**src/verilog/ucpd_bmc_macros.svh**
```systemverilog
`ifndef UCPD_BMC_MACROS_SVH
`define UCPD_BMC_MACROS_SVH

// --------------------
// cycle count widths
// --------------------

// run lengths, edge intervals and the short/long threshold
`define UCPD_UI_W 11

// sum of three preamble runs, room for 3 x 2047
`define UCPD_UI_SUM_W 13

// --------------------
// training constants
// --------------------

// threshold = (a + b + c) * 3 / 8
// a+b+c spans two UI, so this is 3/4 of one UI
`define UCPD_TH_MUL 3
`define UCPD_TH_SHIFT 3

// run index of the third captured run
`define UCPD_RUN_LAST 2'd2

`endif

```
**src/verilog/ucpd_cc_pkg.sv**
```systemverilog
package ucpd_cc_pkg;

  // --------------------
  // rx glitch filter mode
  // --------------------

  // bit 1 picks the 2-sample window, bit 0 bypasses the filter
  typedef enum logic [1:0] {
    FILT_THREE  = 2'b00,
    FILT_BYPASS = 2'b01,
    FILT_TWO    = 2'b10
  } filt_mode_e;

  // --------------------
  // filtered cc line
  // --------------------

  // level after the filter, plus one-cycle pulse on every change
  typedef struct packed {
    logic level;
    logic edge_pulse;
  } cc_line_t;

  // tx timing strobes, one cycle wide
  // half_tick fires at bit start and at mid-bit
  typedef struct packed {
    logic bit_tick;
    logic half_tick;
  } tx_strobe_t;

endpackage

```
**src/verilog/ucpd_rx_pkg.sv**
```systemverilog
`include "ucpd_bmc_macros.svh"

package ucpd_rx_pkg;

  // --------------------
  // preamble training
  // --------------------

  // threshold is 3/4 UI in ucpd_clk cycles
  // only meaningful while trained is high
  typedef struct packed {
    logic                  trained;
    logic [`UCPD_UI_W-1:0] threshold;
  } ui_train_t;

  // --------------------
  // edge spacing
  // --------------------

  // cycles between two filtered edges, saturating
  typedef struct packed {
    logic                  valid;
    logic [`UCPD_UI_W-1:0] count;
  } edge_interval_t;

  // --------------------
  // decoded bits
  // --------------------

  // one pulse per bit, no back-pressure
  typedef struct packed {
    logic valid;
    logic value;
  } rx_bit_t;

endpackage

```
**src/verilog/ucpd_cc_filter.sv**
```systemverilog
`timescale 1ns/1ns

module ucpd_cc_filter (
  input  logic                    ucpd_clk,
  input  logic                    ic_rst_n,
  input  logic                    ucpden,
  input  logic                    cc_in,
  input  ucpd_cc_pkg::filt_mode_e mode,
  output ucpd_cc_pkg::cc_line_t   line
);

  // two-flop synchronizer
  logic sync_meta;
  logic sync_q;
  // older samples of the synchronized bit
  logic samp_d0;
  logic samp_d1;
  // window agreement
  logic all_hi;
  logic all_lo;
  // filtered level and its delayed copy
  logic level_q;
  logic level_d;

  // --------------------
  // sync and sample chain
  // --------------------
  always_ff @(posedge ucpd_clk or negedge ic_rst_n) begin
    if (!ic_rst_n) begin
      sync_meta <= 1'b0;
      sync_q    <= 1'b0;
      samp_d0   <= 1'b0;
      samp_d1   <= 1'b0;
    end else begin
      // line reads as idle low while the block is off
      sync_meta <= cc_in & ucpden;
      sync_q    <= sync_meta;
      samp_d0   <= sync_q;
      samp_d1   <= samp_d0;
    end
  end

  // --------------------
  // glitch window
  // --------------------
  // new level only once every sample in the window agrees,
  // so rising and falling edges see the same delay
  always_comb begin
    case (mode)
      ucpd_cc_pkg::FILT_BYPASS: begin
        all_hi = sync_q;
        all_lo = ~sync_q;
      end
      ucpd_cc_pkg::FILT_TWO: begin
        all_hi = sync_q & samp_d0;
        all_lo = ~(sync_q | samp_d0);
      end
      default: begin
        all_hi = sync_q & samp_d0 & samp_d1;
        all_lo = ~(sync_q | samp_d0 | samp_d1);
      end
    endcase
  end

  always_ff @(posedge ucpd_clk or negedge ic_rst_n) begin
    if (!ic_rst_n) begin
      level_q <= 1'b0;
      level_d <= 1'b0;
    end else begin
      // mixed window holds the old level
      if (all_hi) begin
        level_q <= 1'b1;
      end else if (all_lo) begin
        level_q <= 1'b0;
      end
      level_d <= level_q;
    end
  end

  // edge pulse for one cycle after each level change
  assign line.level      = level_q;
  assign line.edge_pulse = level_q ^ level_d;

endmodule

```
**src/verilog/ucpd_bmc_encoder.sv**
```systemverilog
`timescale 1ns/1ns

module ucpd_bmc_encoder (
  input  logic                    ucpd_clk,
  input  logic                    ic_rst_n,
  input  logic                    ucpden,
  input  logic                    bmc_en,
  input  logic                    tx_bit,
  input  ucpd_cc_pkg::tx_strobe_t strobe,
  output logic                    cc_out
);

  // --------------------
  // BMC rules
  // --------------------
  // every bit starts with a transition
  // a one adds a second transition at mid-bit
  // a zero holds its level for the whole bit
  //
  // half_tick covers both start and mid-bit, so a one
  // toggles on it; a zero toggles only on bit_tick

  logic tx_level;
  logic toggle;

  // strobe that applies to the current bit value
  assign toggle = tx_bit ? strobe.half_tick : strobe.bit_tick;

  always_ff @(posedge ucpd_clk or negedge ic_rst_n) begin
    if (!ic_rst_n) begin
      tx_level <= 1'b0;
    end else if (!bmc_en) begin
      // idle low between frames
      tx_level <= 1'b0;
    end else if (toggle) begin
      tx_level <= ~tx_level;
    end
  end

  // driver off when the block is disabled
  assign cc_out = tx_level & ucpden;

endmodule

```
**src/verilog/ucpd_ui_trainer.sv**
```systemverilog
`timescale 1ns/1ns

`include "ucpd_bmc_macros.svh"

module ucpd_ui_trainer (
  input  logic                    ucpd_clk,
  input  logic                    ic_rst_n,
  input  logic                    rx_en,
  input  logic                    receive_en,
  input  ucpd_cc_pkg::cc_line_t   line,
  output ucpd_rx_pkg::ui_train_t  train
);

  // product of the run sum and the multiplier
  localparam int PROD_W = `UCPD_UI_SUM_W + 2;

  localparam logic [`UCPD_UI_W-1:0] RUN_ONE  = 1;
  localparam logic [`UCPD_UI_W-1:0] RUN_MAX  = '1;
  localparam logic [PROD_W-1:0]     TH_MUL_W = `UCPD_TH_MUL;

  // control
  logic       recv_d;
  logic       restart;
  logic       learn_en;
  logic       active;
  logic       trained_q;
  logic       run_close;
  logic [1:0] run_idx;

  // run lengths, a and b captured, c is the run closing now
  logic [`UCPD_UI_W-1:0] run_cnt;
  logic [`UCPD_UI_W-1:0] run_a;
  logic [`UCPD_UI_W-1:0] run_b;

  // threshold math
  logic                      accept;
  logic [`UCPD_UI_SUM_W-1:0] run_sum;
  logic [PROD_W-1:0]         th_prod;
  logic [PROD_W-1:0]         th_wide;
  logic [`UCPD_UI_W-1:0]     th_sat;
  logic [`UCPD_UI_W-1:0]     th_q;

  // --------------------
  // enables
  // --------------------
  // start over when rx is off or a frame just ended
  assign restart  = ~rx_en | (recv_d & ~receive_en);
  // learn only between frames and until trained
  assign learn_en = rx_en & ~receive_en & ~trained_q;
  // an edge that ends a counted run
  assign run_close = learn_en & line.edge_pulse & active;

  // --------------------
  // threshold
  // --------------------
  assign run_sum = {2'b00, run_a} + {2'b00, run_b} + {2'b00, run_cnt};
  assign th_prod = {2'b00, run_sum} * TH_MUL_W;
  assign th_wide = th_prod >> `UCPD_TH_SHIFT;
  // clamp to the count width
  assign th_sat  = (|th_wide[PROD_W-1:`UCPD_UI_W]) ? RUN_MAX : th_wide[`UCPD_UI_W-1:0];

  // preamble starts 0,1: one long run then two short ones
  // c largest means the leading 0 was missed; b largest means a lost 1,
  // so anything but a or c on top is thrown away
  assign accept = ((run_cnt > run_a) && (run_cnt > run_b)) ||
                  ((run_a > run_b) && (run_a > run_cnt));

  // --------------------
  // run counter and state
  // --------------------
  always_ff @(posedge ucpd_clk or negedge ic_rst_n) begin
    if (!ic_rst_n) begin
      recv_d    <= 1'b0;
      active    <= 1'b0;
      run_idx   <= 2'd0;
      run_cnt   <= '0;
      trained_q <= 1'b0;
      th_q      <= '0;
    end else begin
      recv_d <= receive_en;
      if (restart) begin
        active    <= 1'b0;
        run_idx   <= 2'd0;
        run_cnt   <= '0;
        trained_q <= 1'b0;
      end else if (learn_en) begin
        if (line.edge_pulse) begin
          // first edge only opens the first run
          active  <= 1'b1;
          run_cnt <= RUN_ONE;
          if (active) begin
            if (run_idx == `UCPD_RUN_LAST) begin
              // a rejected set restarts capture at the next edge
              run_idx   <= 2'd0;
              trained_q <= accept;
              th_q      <= th_sat;
            end else begin
              run_idx <= run_idx + 2'd1;
            end
          end
        end else if (active && (run_cnt != RUN_MAX)) begin
          run_cnt <= run_cnt + RUN_ONE;
        end
      end
    end
  end

  // first two runs
  always_ff @(posedge ucpd_clk) begin
    if (run_close) begin
      if (run_idx == 2'd0) begin
        run_a <= run_cnt;
      end else if (run_idx == 2'd1) begin
        run_b <= run_cnt;
      end
    end
  end

  assign train.trained   = trained_q;
  assign train.threshold = th_q;

endmodule

```
**src/verilog/ucpd_edge_timer.sv**
```systemverilog
`timescale 1ns/1ns

`include "ucpd_bmc_macros.svh"

module ucpd_edge_timer (
  input  logic                        ucpd_clk,
  input  logic                        ic_rst_n,
  input  ucpd_cc_pkg::cc_line_t       line,
  output ucpd_rx_pkg::edge_interval_t interval
);

  localparam logic [`UCPD_UI_W-1:0] CNT_ONE = 1;
  localparam logic [`UCPD_UI_W-1:0] CNT_MAX = '1;

  logic [`UCPD_UI_W-1:0] run_cnt;
  logic [`UCPD_UI_W-1:0] count_q;
  logic                  valid_q;

  // --------------------
  // edge-to-edge counter
  // --------------------
  // holds k during the k-th cycle after an edge,
  // so at the next edge it equals the spacing
  always_ff @(posedge ucpd_clk or negedge ic_rst_n) begin
    if (!ic_rst_n) begin
      run_cnt <= '0;
      valid_q <= 1'b0;
    end else begin
      valid_q <= line.edge_pulse;
      if (line.edge_pulse) begin
        run_cnt <= CNT_ONE;
      end else if (run_cnt != CNT_MAX) begin
        // long idle parks at max
        run_cnt <= run_cnt + CNT_ONE;
      end
    end
  end

  // spacing latched with the edge
  always_ff @(posedge ucpd_clk) begin
    if (line.edge_pulse) begin
      count_q <= run_cnt;
    end
  end

  assign interval.valid = valid_q;
  assign interval.count = count_q;

endmodule

```
**src/verilog/ucpd_bit_slicer.sv**
```systemverilog
`timescale 1ns/1ns

module ucpd_bit_slicer (
  input  logic                        ucpd_clk,
  input  logic                        ic_rst_n,
  input  logic                        rx_en,
  input  logic                        eop_ok,
  input  ucpd_rx_pkg::ui_train_t      train,
  input  ucpd_rx_pkg::edge_interval_t interval,
  output ucpd_rx_pkg::rx_bit_t        rx_bit,
  output logic                        receive_en
);

  logic trained_d;
  logic train_rise;
  logic is_long;
  logic slice_en;
  // first short half of a one seen
  logic half_pend;
  logic bit_valid_q;
  logic bit_value_q;

  assign train_rise = train.trained & ~trained_d;
  // above 3/4 UI is a full zero, below is half of a one
  assign is_long    = interval.count > train.threshold;
  assign slice_en   = receive_en & ~eop_ok;

  // --------------------
  // receive window
  // --------------------
  always_ff @(posedge ucpd_clk or negedge ic_rst_n) begin
    if (!ic_rst_n) begin
      trained_d  <= 1'b0;
      receive_en <= 1'b0;
    end else begin
      trained_d <= train.trained;
      // end of packet wins over a new training result
      if (!rx_en || eop_ok) begin
        receive_en <= 1'b0;
      end else if (train_rise) begin
        receive_en <= 1'b1;
      end
    end
  end

  // --------------------
  // short/long slicing
  // --------------------
  // receive_en is still low when trained rises, so the interval
  // of the edge that closed training never gets sliced
  always_ff @(posedge ucpd_clk or negedge ic_rst_n) begin
    if (!ic_rst_n) begin
      half_pend   <= 1'b0;
      bit_valid_q <= 1'b0;
      bit_value_q <= 1'b0;
    end else begin
      bit_valid_q <= 1'b0;
      if (!slice_en) begin
        half_pend <= 1'b0;
      end else if (interval.valid) begin
        if (is_long) begin
          bit_valid_q <= 1'b1;
          bit_value_q <= 1'b0;
          half_pend   <= 1'b0;
        end else if (half_pend) begin
          // second short half closes a one
          bit_valid_q <= 1'b1;
          bit_value_q <= 1'b1;
          half_pend   <= 1'b0;
        end else begin
          half_pend <= 1'b1;
        end
      end
    end
  end

  assign rx_bit.valid = bit_valid_q;
  assign rx_bit.value = bit_value_q;

endmodule

```
**src/verilog/ucpd_bmc_phy.sv**
```systemverilog
`timescale 1ns/1ns

module ucpd_bmc_phy (
  input  logic                    ucpd_clk,
  input  logic                    ic_rst_n,
  input  logic                    ucpden,
  input  logic                    ic_cc_in,
  input  ucpd_cc_pkg::filt_mode_e rxfilte,
  input  logic                    rx_en,
  input  logic                    eop_ok,
  input  logic                    bmc_en,
  input  logic                    tx_bit,
  input  ucpd_cc_pkg::tx_strobe_t tx_strobe,
  output logic                    ic_cc_out,
  output ucpd_rx_pkg::rx_bit_t    rx_bit,
  output logic                    receive_en
);

  // filtered line, shared by trainer and timer
  ucpd_cc_pkg::cc_line_t       cc_line;
  ucpd_rx_pkg::ui_train_t      train;
  ucpd_rx_pkg::edge_interval_t interval;

  // --------------------
  // receive path
  // --------------------
  ucpd_cc_filter ucpd_cc_filter_inst (
    .ucpd_clk (ucpd_clk),
    .ic_rst_n (ic_rst_n),
    .ucpden   (ucpden),
    .cc_in    (ic_cc_in),
    .mode     (rxfilte),
    .line     (cc_line)
  );

  // learns the threshold, frozen for the frame
  ucpd_ui_trainer ucpd_ui_trainer_inst (
    .ucpd_clk   (ucpd_clk),
    .ic_rst_n   (ic_rst_n),
    .rx_en      (rx_en),
    .receive_en (receive_en),
    .line       (cc_line),
    .train      (train)
  );

  // runs alongside the trainer on every edge
  ucpd_edge_timer ucpd_edge_timer_inst (
    .ucpd_clk (ucpd_clk),
    .ic_rst_n (ic_rst_n),
    .line     (cc_line),
    .interval (interval)
  );

  ucpd_bit_slicer ucpd_bit_slicer_inst (
    .ucpd_clk   (ucpd_clk),
    .ic_rst_n   (ic_rst_n),
    .rx_en      (rx_en),
    .eop_ok     (eop_ok),
    .train      (train),
    .interval   (interval),
    .rx_bit     (rx_bit),
    .receive_en (receive_en)
  );

  // --------------------
  // transmit path
  // --------------------
  ucpd_bmc_encoder ucpd_bmc_encoder_inst (
    .ucpd_clk (ucpd_clk),
    .ic_rst_n (ic_rst_n),
    .ucpden   (ucpden),
    .bmc_en   (bmc_en),
    .tx_bit   (tx_bit),
    .strobe   (tx_strobe),
    .cc_out   (ic_cc_out)
  );

endmodule

```
**config.mk**
```make
export PLATFORM = sky130hd
export DESIGN_NAME = ucpd_bmc_phy
export DESIGN_NICKNAME = d
export VERILOG_FILES = /design/src/verilog/ucpd_cc_pkg.sv /design/src/verilog/ucpd_rx_pkg.sv /design/src/verilog/ucpd_cc_filter.sv /design/src/verilog/ucpd_bmc_encoder.sv /design/src/verilog/ucpd_ui_trainer.sv /design/src/verilog/ucpd_edge_timer.sv /design/src/verilog/ucpd_bit_slicer.sv /design/src/verilog/ucpd_bmc_phy.sv
export VERILOG_INCLUDE_DIRS = /design/src /design/src/verilog
export SDC_FILE = /design/constraint.sdc
export NUM_CORES = 1
export LEC_CHECK = 0
export BUFFER_PORTS_ARGS = -buffer_cell sky130_fd_sc_hd__buf_2
export CORE_MARGIN = 2
export CORE_UTILIZATION = 43
export CTS_CLUSTER_DIAMETER = 60
export DETAILED_ROUTE_END_ITERATION = 8
export PLACE_DENSITY = 0.57
export SETUP_SLACK_MARGIN = 0.5
export SKIP_CTS_REPAIR_TIMING = 1
export SKIP_LAST_GASP = 1
export SLEW_MARGIN = 20
export SYNTH_ARGS = -nofsm -noshare
export SYNTH_HDL_FRONTEND = slang
export SYNTH_HIERARCHICAL = 1
export SYNTH_SLANG_ARGS = --single-unit
```
**constraint.sdc**
```tcl
create_clock -name ucpd_clk -period 6.2 [get_ports ucpd_clk]
set_clock_uncertainty 0.2 [all_clocks]
set_input_delay 0.93 -clock ucpd_clk [delete_from_list [all_inputs] [get_ports ucpd_clk]]
set_output_delay 0.93 -clock ucpd_clk [all_outputs]
set_load 0.02 [all_outputs]
```
==> results of run 1 <==
## metal layers
metal	vias to the layer above	part of all wire [%]	track usage, %
met5	-	0	0
met4	0	1.8	5.51
met3	15	2.8	3.91
met2	36	48	29.1
met1	1902	47	22.7
li1	1967	-	-
## critical path: cells and delay by family (launching register included)
family | cells | cell delay (ns)
flip-flops | 1 | 0.45
buffers and inverters | 4 | 0.30
AND/OR/NAND/NOR | 3 | 0.36
AO/OA/AOI/OAI | 8 | 1.85
adder cells (fa/ha/maj) | 4 | 1.27
XOR/XNOR | 1 | 0.18
## per-stage QoR
| stage | power, mW | util (%) |
|---|---|---|
| after global routing | 1.73 | 49.0 |
| after floorplan | 0.971 | - |
| after CTS | 1.64 | 49.0 |
| after detailed placement | 1.07 | 46.5 |
| after global placement | 1.06 | 46.5 |
| final | 1.62 | 49.0 |
## cells in the final DEF, fill, tap and decap left out, types with 3 or more instances in the layout
cell       count
a211o_1        4
a211oi_1       5
a21o_1         4
a21oi_1       27
a31oi_1        9
and2_1         5
buf_2         15
buf_4          5
clkbuf_16      9
dfrtp_1       51
edfxtp_1      33
fa_1          12
ha_1          70
inv_1         60
mux2i_1        6
nand2_1       18
nand2b_1       5
nand3_1       16
nand4_1       14
nor2_1        34
nor2b_1        9
nor3_1         7
nor3b_1        3
nor4_1         3
o21a_1        15
o21ai_0        8
o21ai_1       10
o21bai_1       7
o22a_1         9
o31ai_1        3
or3_1          3
xnor2_1       20
xor2_1         4
## layout make-up
type / instances / area [sq um] / share of cell area [%]
timing repair buffer: 20 / 113 / 1.81
inverter: 63 / 236 / 3.80
multi-input combinational: 376 / 3090 / 49.6
clock buffer: 10 / 239 / 3.84
clock inverter: 6 / 71.3 / 1.14
sequential: 84 / 2270 / 36.4
tap: 172 / 215 / 3.45
## flip-flops by register name, indices dropped and copies added, names as in the netlist, 2 cells and up
| signal | cells |
|---|---|
| ucpd_edge_timer_inst/run_cnt | 11 |
| ucpd_ui_trainer_inst/run_cnt | 11 |
| ucpd_edge_timer_inst/count_q | 11 |
| ucpd_ui_trainer_inst/run_a | 11 |
| ucpd_ui_trainer_inst/run_idx | 2 |
| ucpd_ui_trainer_inst/run_b | 11 |
| ucpd_ui_trainer_inst/th_q | 11 |
## worst min path at each step
stage	slack, ns	cells after the start	end
final	0.15	0	ucpd_cc_filter_inst/sync_q$_DFF_PN0_
after global routing	0.16	0	ucpd_cc_filter_inst/sync_q$_DFF_PN0_
after CTS	0.15	0	ucpd_cc_filter_inst/sync_q$_DFF_PN0_
after detailed placement	0.14	0	ucpd_cc_filter_inst/sync_q$_DFF_PN0_
after global placement	0.14	0	ucpd_cc_filter_inst/sync_q$_DFF_PN0_
after floorplan	0.13	0	ucpd_cc_filter_inst/sync_q$_DFF_PN0_
## power by group through the flow
stage	logic (mW)	registers, mW	clock network, mW
2_1_floorplan	0.301	0.670	0
3_3_place_gp	0.374	0.683	0
3_5_place_dp	0.386	0.685	0
4_1_cts	0.387	0.674	0.579
5_1_grt	0.441	0.681	0.606
6_report	0.382	0.673	0.566
==> reports/metrics.csv, run 1 <==
metric,value,unit
status,"finished, final reports clean",
Nets,648,
number of buffers on the longest clock path,2,
final worst-path cycle share,75.8,%
cell with the most instances on the worst path,inv_1,
number of vias per cell,5.36,
smallest hold slack,0.147,ns
global route overflow,0,
wire length of the first global-routing pass,19.4,mm
endpoint of the most critical setup path,ucpd_ui_trainer_inst/th_q[1]$_DFFE_PN0P_,
total power density per cell area,260,nW/um^2
DRC Markers,0,
Setup Viol. Count Final,0,
number of warning messages in the yosys log,6,
number of I/O port buffers,15,
type of the setup path with the least slack,flop to flop,
level count of the clock H-tree,3,
area grow syn2layout,10.3,%
library cell used as clock root buffer,clkbuf_16,
Slew Limit Headroom,51.1,%
syn avg cell area,10.6,sq um
initial core utilization,44.4,%
data required time at the worst endpoint,6.24,ns
pin count of the biggest net entering global routing,52,
worst path arrival time,4.74,ns
cell area reported after detailed placement,5920,sq um
count of non-filler cells in the finished layout,731,
endpoints failing hold,0,
Critical Path Fanout Max,9,
Worst path max stage delay,0.55,ns
critical path endpoint category,flop,
row count,41,
Reg power frac,41.5,%
post-route minimum period,4.70,ns
area of the die,14100,sq um
"Worst Setup Slack, final",1.50,ns
vias after detailed routing,3920,
gp weighted congestion,0.819,
worst reg2reg startpoint,ucpd_ui_trainer_inst/run_cnt[1]$_DFFE_PN0P_,
HPWL reported at the end of detailed placement,8.88,mm
Routed Antenna Nets,0,
initial antenna violation count,0,
clock tree from TritonCTS,done,
launch point of the worst hold path,ucpd_cc_filter_inst/sync_meta$_DFF_PN0_,
switch share,30.6,%
DRC marker count from the first detailed-route iteration,129,
Maximum Capacitance Violations,0,
static leakage power,2.80,nW
slowest CP cell,fa_1,
vertical die dimension,119,um
cell count after synthesis,533,
layout cells sized above 1,9.84,%
Filler cells,1219,
first-pass iteration count of the detailed router,4,
Worst Reg-to-Reg Cells,20,
cells along the critical path,inv_1 -> fa_1 -> inv_1 -> ha_1 -> inv_1 -> fa_1 -> nor2b_1 -> o31a_1 -> nor2_1 -> inv_1 -> a21oi_1 -> xnor2_1 -> ha_1 -> nand3_1 -> o221ai_1 -> o21bai_1 -> o41ai_4 -> o21bai_2 -> a21bo_1 -> o22a_1,
slew of the pin with the lowest slew margin,0.723,ns
launching element type of the critical path,flop,
cell-internal power,1.13,mW
total wire length,11.5,mm
Hold/Removal Path Class,flop to flop,
clock power share,34.9,%
setup repair after global routing missed its margin,false,
Netlist Area Pre-Place,5650,sq um
clock sinks,84,
GRT Resource Usage Total,17.5,%
final sum of negative setup slack,0,ns
Antenna Cells,0,
share of total power in combinational logic,23.6,%
worst flop-to-flop path endpoint,ucpd_ui_trainer_inst/th_q[1]$_DFFE_PN0P_,
max frequency,0.213,GHz
vias in the first global route,3998,
Clock transition at path regs,0.07,ns
"Non-Filler Cell Area, Final",6230,sq um
number of top-level pins,16,
cell count after placement,715,
number of pins with negative max-slew slack in the final report,0,
number of buffers added by the clock tree synthesis step,9,
Clock Latency Late Sink,0.35,ns
Place WS,1.49,ns
worst vdd rail ir drop,0.000162,V
Avg WL per Cell,15.7,um
Floorplan Core Area,12700,sq um
number of nets in the synthesized netlist,627,
Net Sw Power,0.495,mW
worst reg-to-reg setup slack,1.50,ns
Die X-Extent,119,um
start point of the critical path,ucpd_ui_trainer_inst/run_cnt[1]$_DFFE_PN0P_,
(Power assumes the default switching activity.)
==> inputs of run 2 (changes only) <==
Clock period 6.2 ns to 4.7 ns, I/O delays scaled along.
==> run 2 against run 1 <==
Against the previous run: final cell count is 3.1% higher; clock-buffer cell count fell by 1; hold slack improved by 0.016 ns; via count grew 4.9%; highest routed layer unchanged; combinational power grew 57%.
==> reports/metrics.csv, run 2 (synthesized netlist as in run 1, its figures left out) <==
metric,value,unit,change
first-pass iteration count of the detailed router,4,,unchanged
area of the multi-input gates,3240,sq um,+4.8%
number of vias per cell,5.45,,+1.7%
cell count after placement,722,,+0.98%
Avg WL per Cell,16.1,um,+2.5%
Total Power,2.22,mW,+37%
gp weighted congestion,0.811,,-0.89%
initial core utilization,44.4,%,unchanged
count of non-filler cells in the finished layout,754,,+3.1%
Critical Path Fanout Max,5,,-4
DRC marker count from the first detailed-route iteration,144,,+12%
clock tree from TritonCTS,done,,
number of pins with negative max-slew slack in the final report,0,,unchanged
number of I/O port buffers,15,,unchanged
final sum of negative setup slack,0,ns,unchanged
vias after detailed routing,4112,,+4.9%
buffers plus inverters on the worst setup path,2,,-2
DRC Markers,0,,unchanged
area grow syn2layout,15.8,%,
slew of the pin with the lowest slew margin,0.881,ns,+0.158 ns
launching element type of the critical path,flop,,
vias in the first global route,4032,,+0.85%
level count of the clock H-tree,3,,unchanged
HPWL reported at the end of detailed placement,9.12,mm,+2.7%
clock sinks,84,,unchanged
row count,41,,unchanged
Clock transition at path regs,0.07,ns,about the same
Filler cells,1170,,-4.0%
slowest CP cell,fa_1,,
Clock Latency Late Sink,0.35,ns,about the same
global route overflow,0,,unchanged
total wire length,12.2,mm,+5.7%
GRT Resource Usage Total,17.6,%,+0.11 points
Hold/Removal Path Class,flop to flop,,
number of top-level pins,16,,unchanged
wire length of the first global-routing pass,19.7,mm,+1.3%
Worst path max stage delay,0.56,ns,about the same
Place WS,0.139,ns,-1.35 ns
data required time at the worst endpoint,4.73,ns,-1.51 ns
post-route minimum period,4.19,ns,-0.506 ns
total power density per cell area,340,nW/um^2,+31%
"Worst Setup Slack, final",0.507,ns,-0.994 ns
Floorplan Core Area,12700,sq um,unchanged
type of the setup path with the least slack,flop to flop,,
most frequent cells in the layout,"ha_1, inv_1, dfrtp_1",,
status,"finished, final reports clean",,
Routed Antenna Nets,0,,unchanged
Die X-Extent,119,um,unchanged
pin count of the biggest net entering global routing,52,,unchanged
Setup Viol. Count Final,0,,unchanged
final core utilization,51.4,%,+2.4 points
Antenna Cells,0,,unchanged
static leakage power,2.93,nW,+4.5%
Nets,671,,+3.5%
Maximum Capacitance Violations,0,,unchanged
sequential cell area,2270,sq um,+0.11%
final worst-path cycle share,89.2,%,+13 points
endpoints failing hold,0,,unchanged
area of the die,14100,sq um,unchanged
number of buffers on the longest clock path,2,,unchanged
initial antenna violation count,0,,unchanged
"most common cell after layout, fill and taps aside",ha_1,,
worst vdd rail ir drop,0.000176,V,+8.8%
setup repair after global routing missed its margin,true,,
family with the most delay on the worst path,compound AO/OA/AOI/OAI gates,,
Slew Limit Headroom,40.5,%,-11 points
worst path arrival time,4.22,ns,-0.52 ns
cells along the critical path,inv_1 -> fa_1 -> inv_1 -> ha_1 -> nand3_1 -> a21boi_0 -> o21ai_1 -> nand2_1 -> xor2_2 -> ha_4 -> a21oi_1 -> o221ai_2 -> o21bai_4 -> o41ai_4 -> o21bai_4 -> a21bo_4 -> o22a_1,,
vertical die dimension,119,um,unchanged
number of buffers added by the clock tree synthesis step,9,,unchanged
max frequency,0.239,GHz,+12%
critical path endpoint category,flop,,
library cell used as clock root buffer,clkbuf_16,,
layout cells sized above 1,18.6,%,+8.7 points
run 2: metal layers:
metal / track usage [%] / wire length [um]
met2: 29.7 / 6030
met1: 22.5 / 5550
met4: 7.29 / 293
met5: 0 / 0
met3: 2.70 / 282
run 2: cell type report:
cell class	count	share of cell area, %
clock buffers	9	3.44
clock inverters	7	1.22
inverters	63	3.62
multi-input cells	377	49.5
flip-flops and latches	84	34.7
well taps	172	3.29
repair buffers	42	4.25
run 2: final timing paths:
kind,endpoint,start,cells after the start,slack [ns]
max in group asynchronous,ucpd_ui_trainer_inst/run_cnt[0]$_DFFE_PN0P_,ic_rst_n,2,3.47
min reg2reg,ucpd_cc_filter_inst/sync_q$_DFF_PN0_,ucpd_cc_filter_inst/sync_meta$_DFF_PN0_,0,0.16
max reg2reg,ucpd_ui_trainer_inst/th_q[0]$_DFFE_PN0P_,ucpd_ui_trainer_inst/run_a[2]$_DFFE_PP_,17,0.51
max,ucpd_ui_trainer_inst/th_q[0]$_DFFE_PN0P_,ucpd_ui_trainer_inst/run_a[2]$_DFFE_PP_,17,0.51
min,ucpd_cc_filter_inst/sync_q$_DFF_PN0_,ucpd_cc_filter_inst/sync_meta$_DFF_PN0_,0,0.16
min in group asynchronous,ucpd_ui_trainer_inst/run_cnt[8]$_DFFE_PN0P_,ic_rst_n,2,0.30
run 2: power breakdown:
part	switching, mW	leakage (nW)	total [mW]	internal [mW]
Clock	0.319	0.149	0.739	0.420
Sequential	0.0523	0.996	0.883	0.831
Combinational	0.325	1.79	0.599	0.275
run 2: per-stage QoR:
stage | cell area (sq um) | hold slack [ns]
2_1_floorplan | 5670 | 0.131
3_3_place_gp | 6000 | 0.135
3_5_place_dp | 6000 | 0.151
4_1_cts | 6300 | 0.170
5_1_grt | 6540 | 0.179
6_report | 6540 | 0.164
==> inputs of run 3 (changes only) <==
Settings changed: BUFFER_PORTS_ARGS -buffer_cell sky130_fd_sc_hd__buf_2 to unset, DONT_BUFFER_PORTS set to 1, PLACE_DENSITY 0.57 to 0.56.
==> run 3 against run 2 <==
Against the previous run: the run now ends with hold timing left; die area is the same; final cell count is 2.5% lower; sequential power about the same; clock power down 9.5%; clock-buffer cell count stayed put; largest power group unchanged; largest cell class unchanged; combinational power shrank 3%.
==> reports/metrics.csv, run 3 (synthesized netlist as in run 1, its figures left out) <==
metric,value,unit,change
first-pass iteration count of the detailed router,5,,+1
pin count of the biggest net entering global routing,52,,unchanged
wire length on met1,5.77,mm,+4.1%
worst vdd rail ir drop,0.000272,V,+55%
Met3 Routed Length,359,um,+27%
vertical die dimension,119,um,unchanged
library cell used as clock root buffer,clkbuf_16,,
setup repair after global routing missed its margin,true,,
final sum of negative setup slack,0,ns,unchanged
gp weighted congestion,0.847,,+4.4%
DRC Markers,0,,unchanged
vias after detailed routing,4006,,-2.6%
count of non-filler cells in the finished layout,735,,-2.5%
DRC marker count from the first detailed-route iteration,202,,+40%
number of I/O port buffers,0,,-15
GRT Resource Usage Total,17.5,%,-0.15 points
Clock Latency Late Sink,0.35,ns,about the same
Antenna Cells,0,,unchanged
clock sinks,84,,unchanged
Floorplan Core Area,12700,sq um,unchanged
Net Sw Power,0.675,mW,-3.1%
worst path arrival time,4.25,ns,+0.03 ns
switch share,31.6,%,+0.30 points
slew of the pin with the lowest slew margin,0.765,ns,-0.116 ns
uppermost metal layer occupied by signal nets,met4,,
clock tree from TritonCTS,done,,
layout cells sized above 1,16.2,%,-2.4 points
Routed Antenna Nets,0,,unchanged
initial antenna violation count,0,,unchanged
HPWL reported at the end of detailed placement,8.99,mm,-1.5%
critical path endpoint category,flop,,
cell-internal power,1.46,mW,-4.4%
level count of the clock H-tree,3,,unchanged
max frequency,0.239,GHz,about the same
violations in the final reports,hold timing,,
post-route minimum period,4.19,ns,-0.000752 ns
vias in the first global route,3986,,-1.1%
Setup Viol. Count Final,0,,unchanged
Avg WL per Cell,16.4,um,+1.7%
row count,41,,unchanged
number of pins with negative max-slew slack in the final report,0,,unchanged
Maximum Capacitance Violations,0,,unchanged
Hold/Removal Path Class,input port to asynchronous set/reset pin,,
data required time at the worst endpoint,4.76,ns,+0.03 ns
initial core utilization,44.4,%,unchanged
"most common cell after layout, fill and taps aside",ha_1,,
total power density per cell area,332,nW/um^2,-2.4%
worst reg-to-reg setup slack,0.51,ns,about the same
most frequent cells in the layout,"ha_1, inv_1, dfrtp_1",,
detailed-routed wire length on met2,5.61,mm,-7.0%
Filler cells,1196,,+2.2%
number of vias per cell,5.45,,about the same
number of buffers on the longest clock path,2,,unchanged
share of total power in combinational logic,27.3,%,+0.3 points
Clock transition at path regs,0.07,ns,about the same
launching element type of the critical path,flop,,
area grow syn2layout,13.9,%,
smallest hold slack,-0.0114,ns,-0.175 ns
type of the setup path with the least slack,flop to flop,,
number of buffers added by the clock tree synthesis step,9,,unchanged
static leakage power,2.83,nW,-3.5%
clock power share,31.4,%,-1.9 points
status,"finished, violations left",,
endpoints failing hold,2,,+2
Critical Path Fanout Max,6,,+1
Slew Limit Headroom,48.3,%,+7.8 points
area of the die,14100,sq um,unchanged
final core utilization,50.6,%,-0.85 points
Nets,652,,-2.8%
Die X-Extent,119,um,unchanged
cell count after placement,704,,-2.5%
total wire length,12.1,mm,-0.85%
wire length of the first global-routing pass,19.2,mm,-2.4%
Reg power frac,41.3,%,+1.6 points
final worst-path cycle share,89.2,%,about the same
number of top-level pins,16,,unchanged
global route overflow,0,,unchanged
## run 3: cell count changes in the layout (fill, tap and decap cells not counted), sizes merged
cell / delta
buf: -19
clkinvlp: +1
inv: -2
bufinv: -1
clkinv: +2
## run 3: layout make-up
| cell class | count | area [sq um] | share of cell area, % |
|---|---|---|---|
| Clock inverter | 7 | 51.3 | 0.797 |
| Sequential cell | 84 | 2270 | 35.3 |
| Clock buffer | 9 | 225 | 3.50 |
| Timing Repair Buffer | 23 | 193 | 2.99 |
| Tap cell | 172 | 215 | 3.34 |
| Multi-Input combinational cell | 377 | 3240 | 50.4 |
| Inverter | 63 | 236 | 3.68 |
## run 3: worst paths after layout
path | from | to | cells past startpoint
min reg2reg | ucpd_cc_filter_inst/sync_meta$_DFF_PN0_ | ucpd_cc_filter_inst/sync_q$_DFF_PN0_ | 0
min in group ucpd_clk | ucpd_cc_filter_inst/sync_meta$_DFF_PN0_ | ucpd_cc_filter_inst/sync_q$_DFF_PN0_ | 0
max | ucpd_ui_trainer_inst/run_cnt[2]$_DFFE_PN0P_ | ucpd_ui_trainer_inst/th_q[10]$_DFFE_PN0P_ | 18
min | ic_rst_n | ucpd_ui_trainer_inst/th_q[10]$_DFFE_PN0P_ | 1
max reg2reg | ucpd_ui_trainer_inst/run_cnt[2]$_DFFE_PN0P_ | ucpd_ui_trainer_inst/th_q[10]$_DFFE_PN0P_ | 18
max in group asynchronous | ic_rst_n | ucpd_ui_trainer_inst/run_cnt[2]$_DFFE_PN0P_ | 1
## run 3: metrics by stage
stage	cell area [sq um]	setup WS, ns	total power, mW
after floorplan	5670	0.509	1.29
after global placement	5900	0.248	1.40
after detailed placement	5900	0.162	1.41
after CTS	6170	0.129	2.09
after global routing	6430	0.312	2.27
final	6430	0.508	2.13
## run 3: routing by layer
| metal | GRT usage, % | vias to the layer above |
|---|---|---|
| met5 | 0 | - |
| met4 | 6.99 | 0 |
| met3 | 3.96 | 19 |
| met2 | 27.9 | 54 |
| met1 | 22.9 | 1959 |
| li1 | - | 1974 |
## run 3: worst max-delay path, cell delays in order (launching register included)
cell and delay [ns]:
dfrtp_2 0.41, inv_2 0.09, fa_2 0.55, inv_1 0.04, ha_1 0.21, a21oi_2 0.19, a21boi_0 0.11, o21ai_1 0.22
nand2_1 0.12, xor2_2 0.27, ha_4 0.27, a21oi_2 0.15, o221ai_2 0.11, o21bai_4 0.19, o41ai_4 0.33, o21bai_1 0.16
a21oi_2 0.21, a211oi_2 0.06, a211oi_1 0.19
## run 3: power groups by stage
stage               combinational [mW]  clock [mW]  sequential, mW
global route                     0.664       0.715           0.889
detailed placement               0.511           0           0.899
global placement                 0.505           0           0.896
finish                           0.582       0.669           0.882
CTS                              0.515       0.689           0.884
floorplan                        0.409           0           0.884
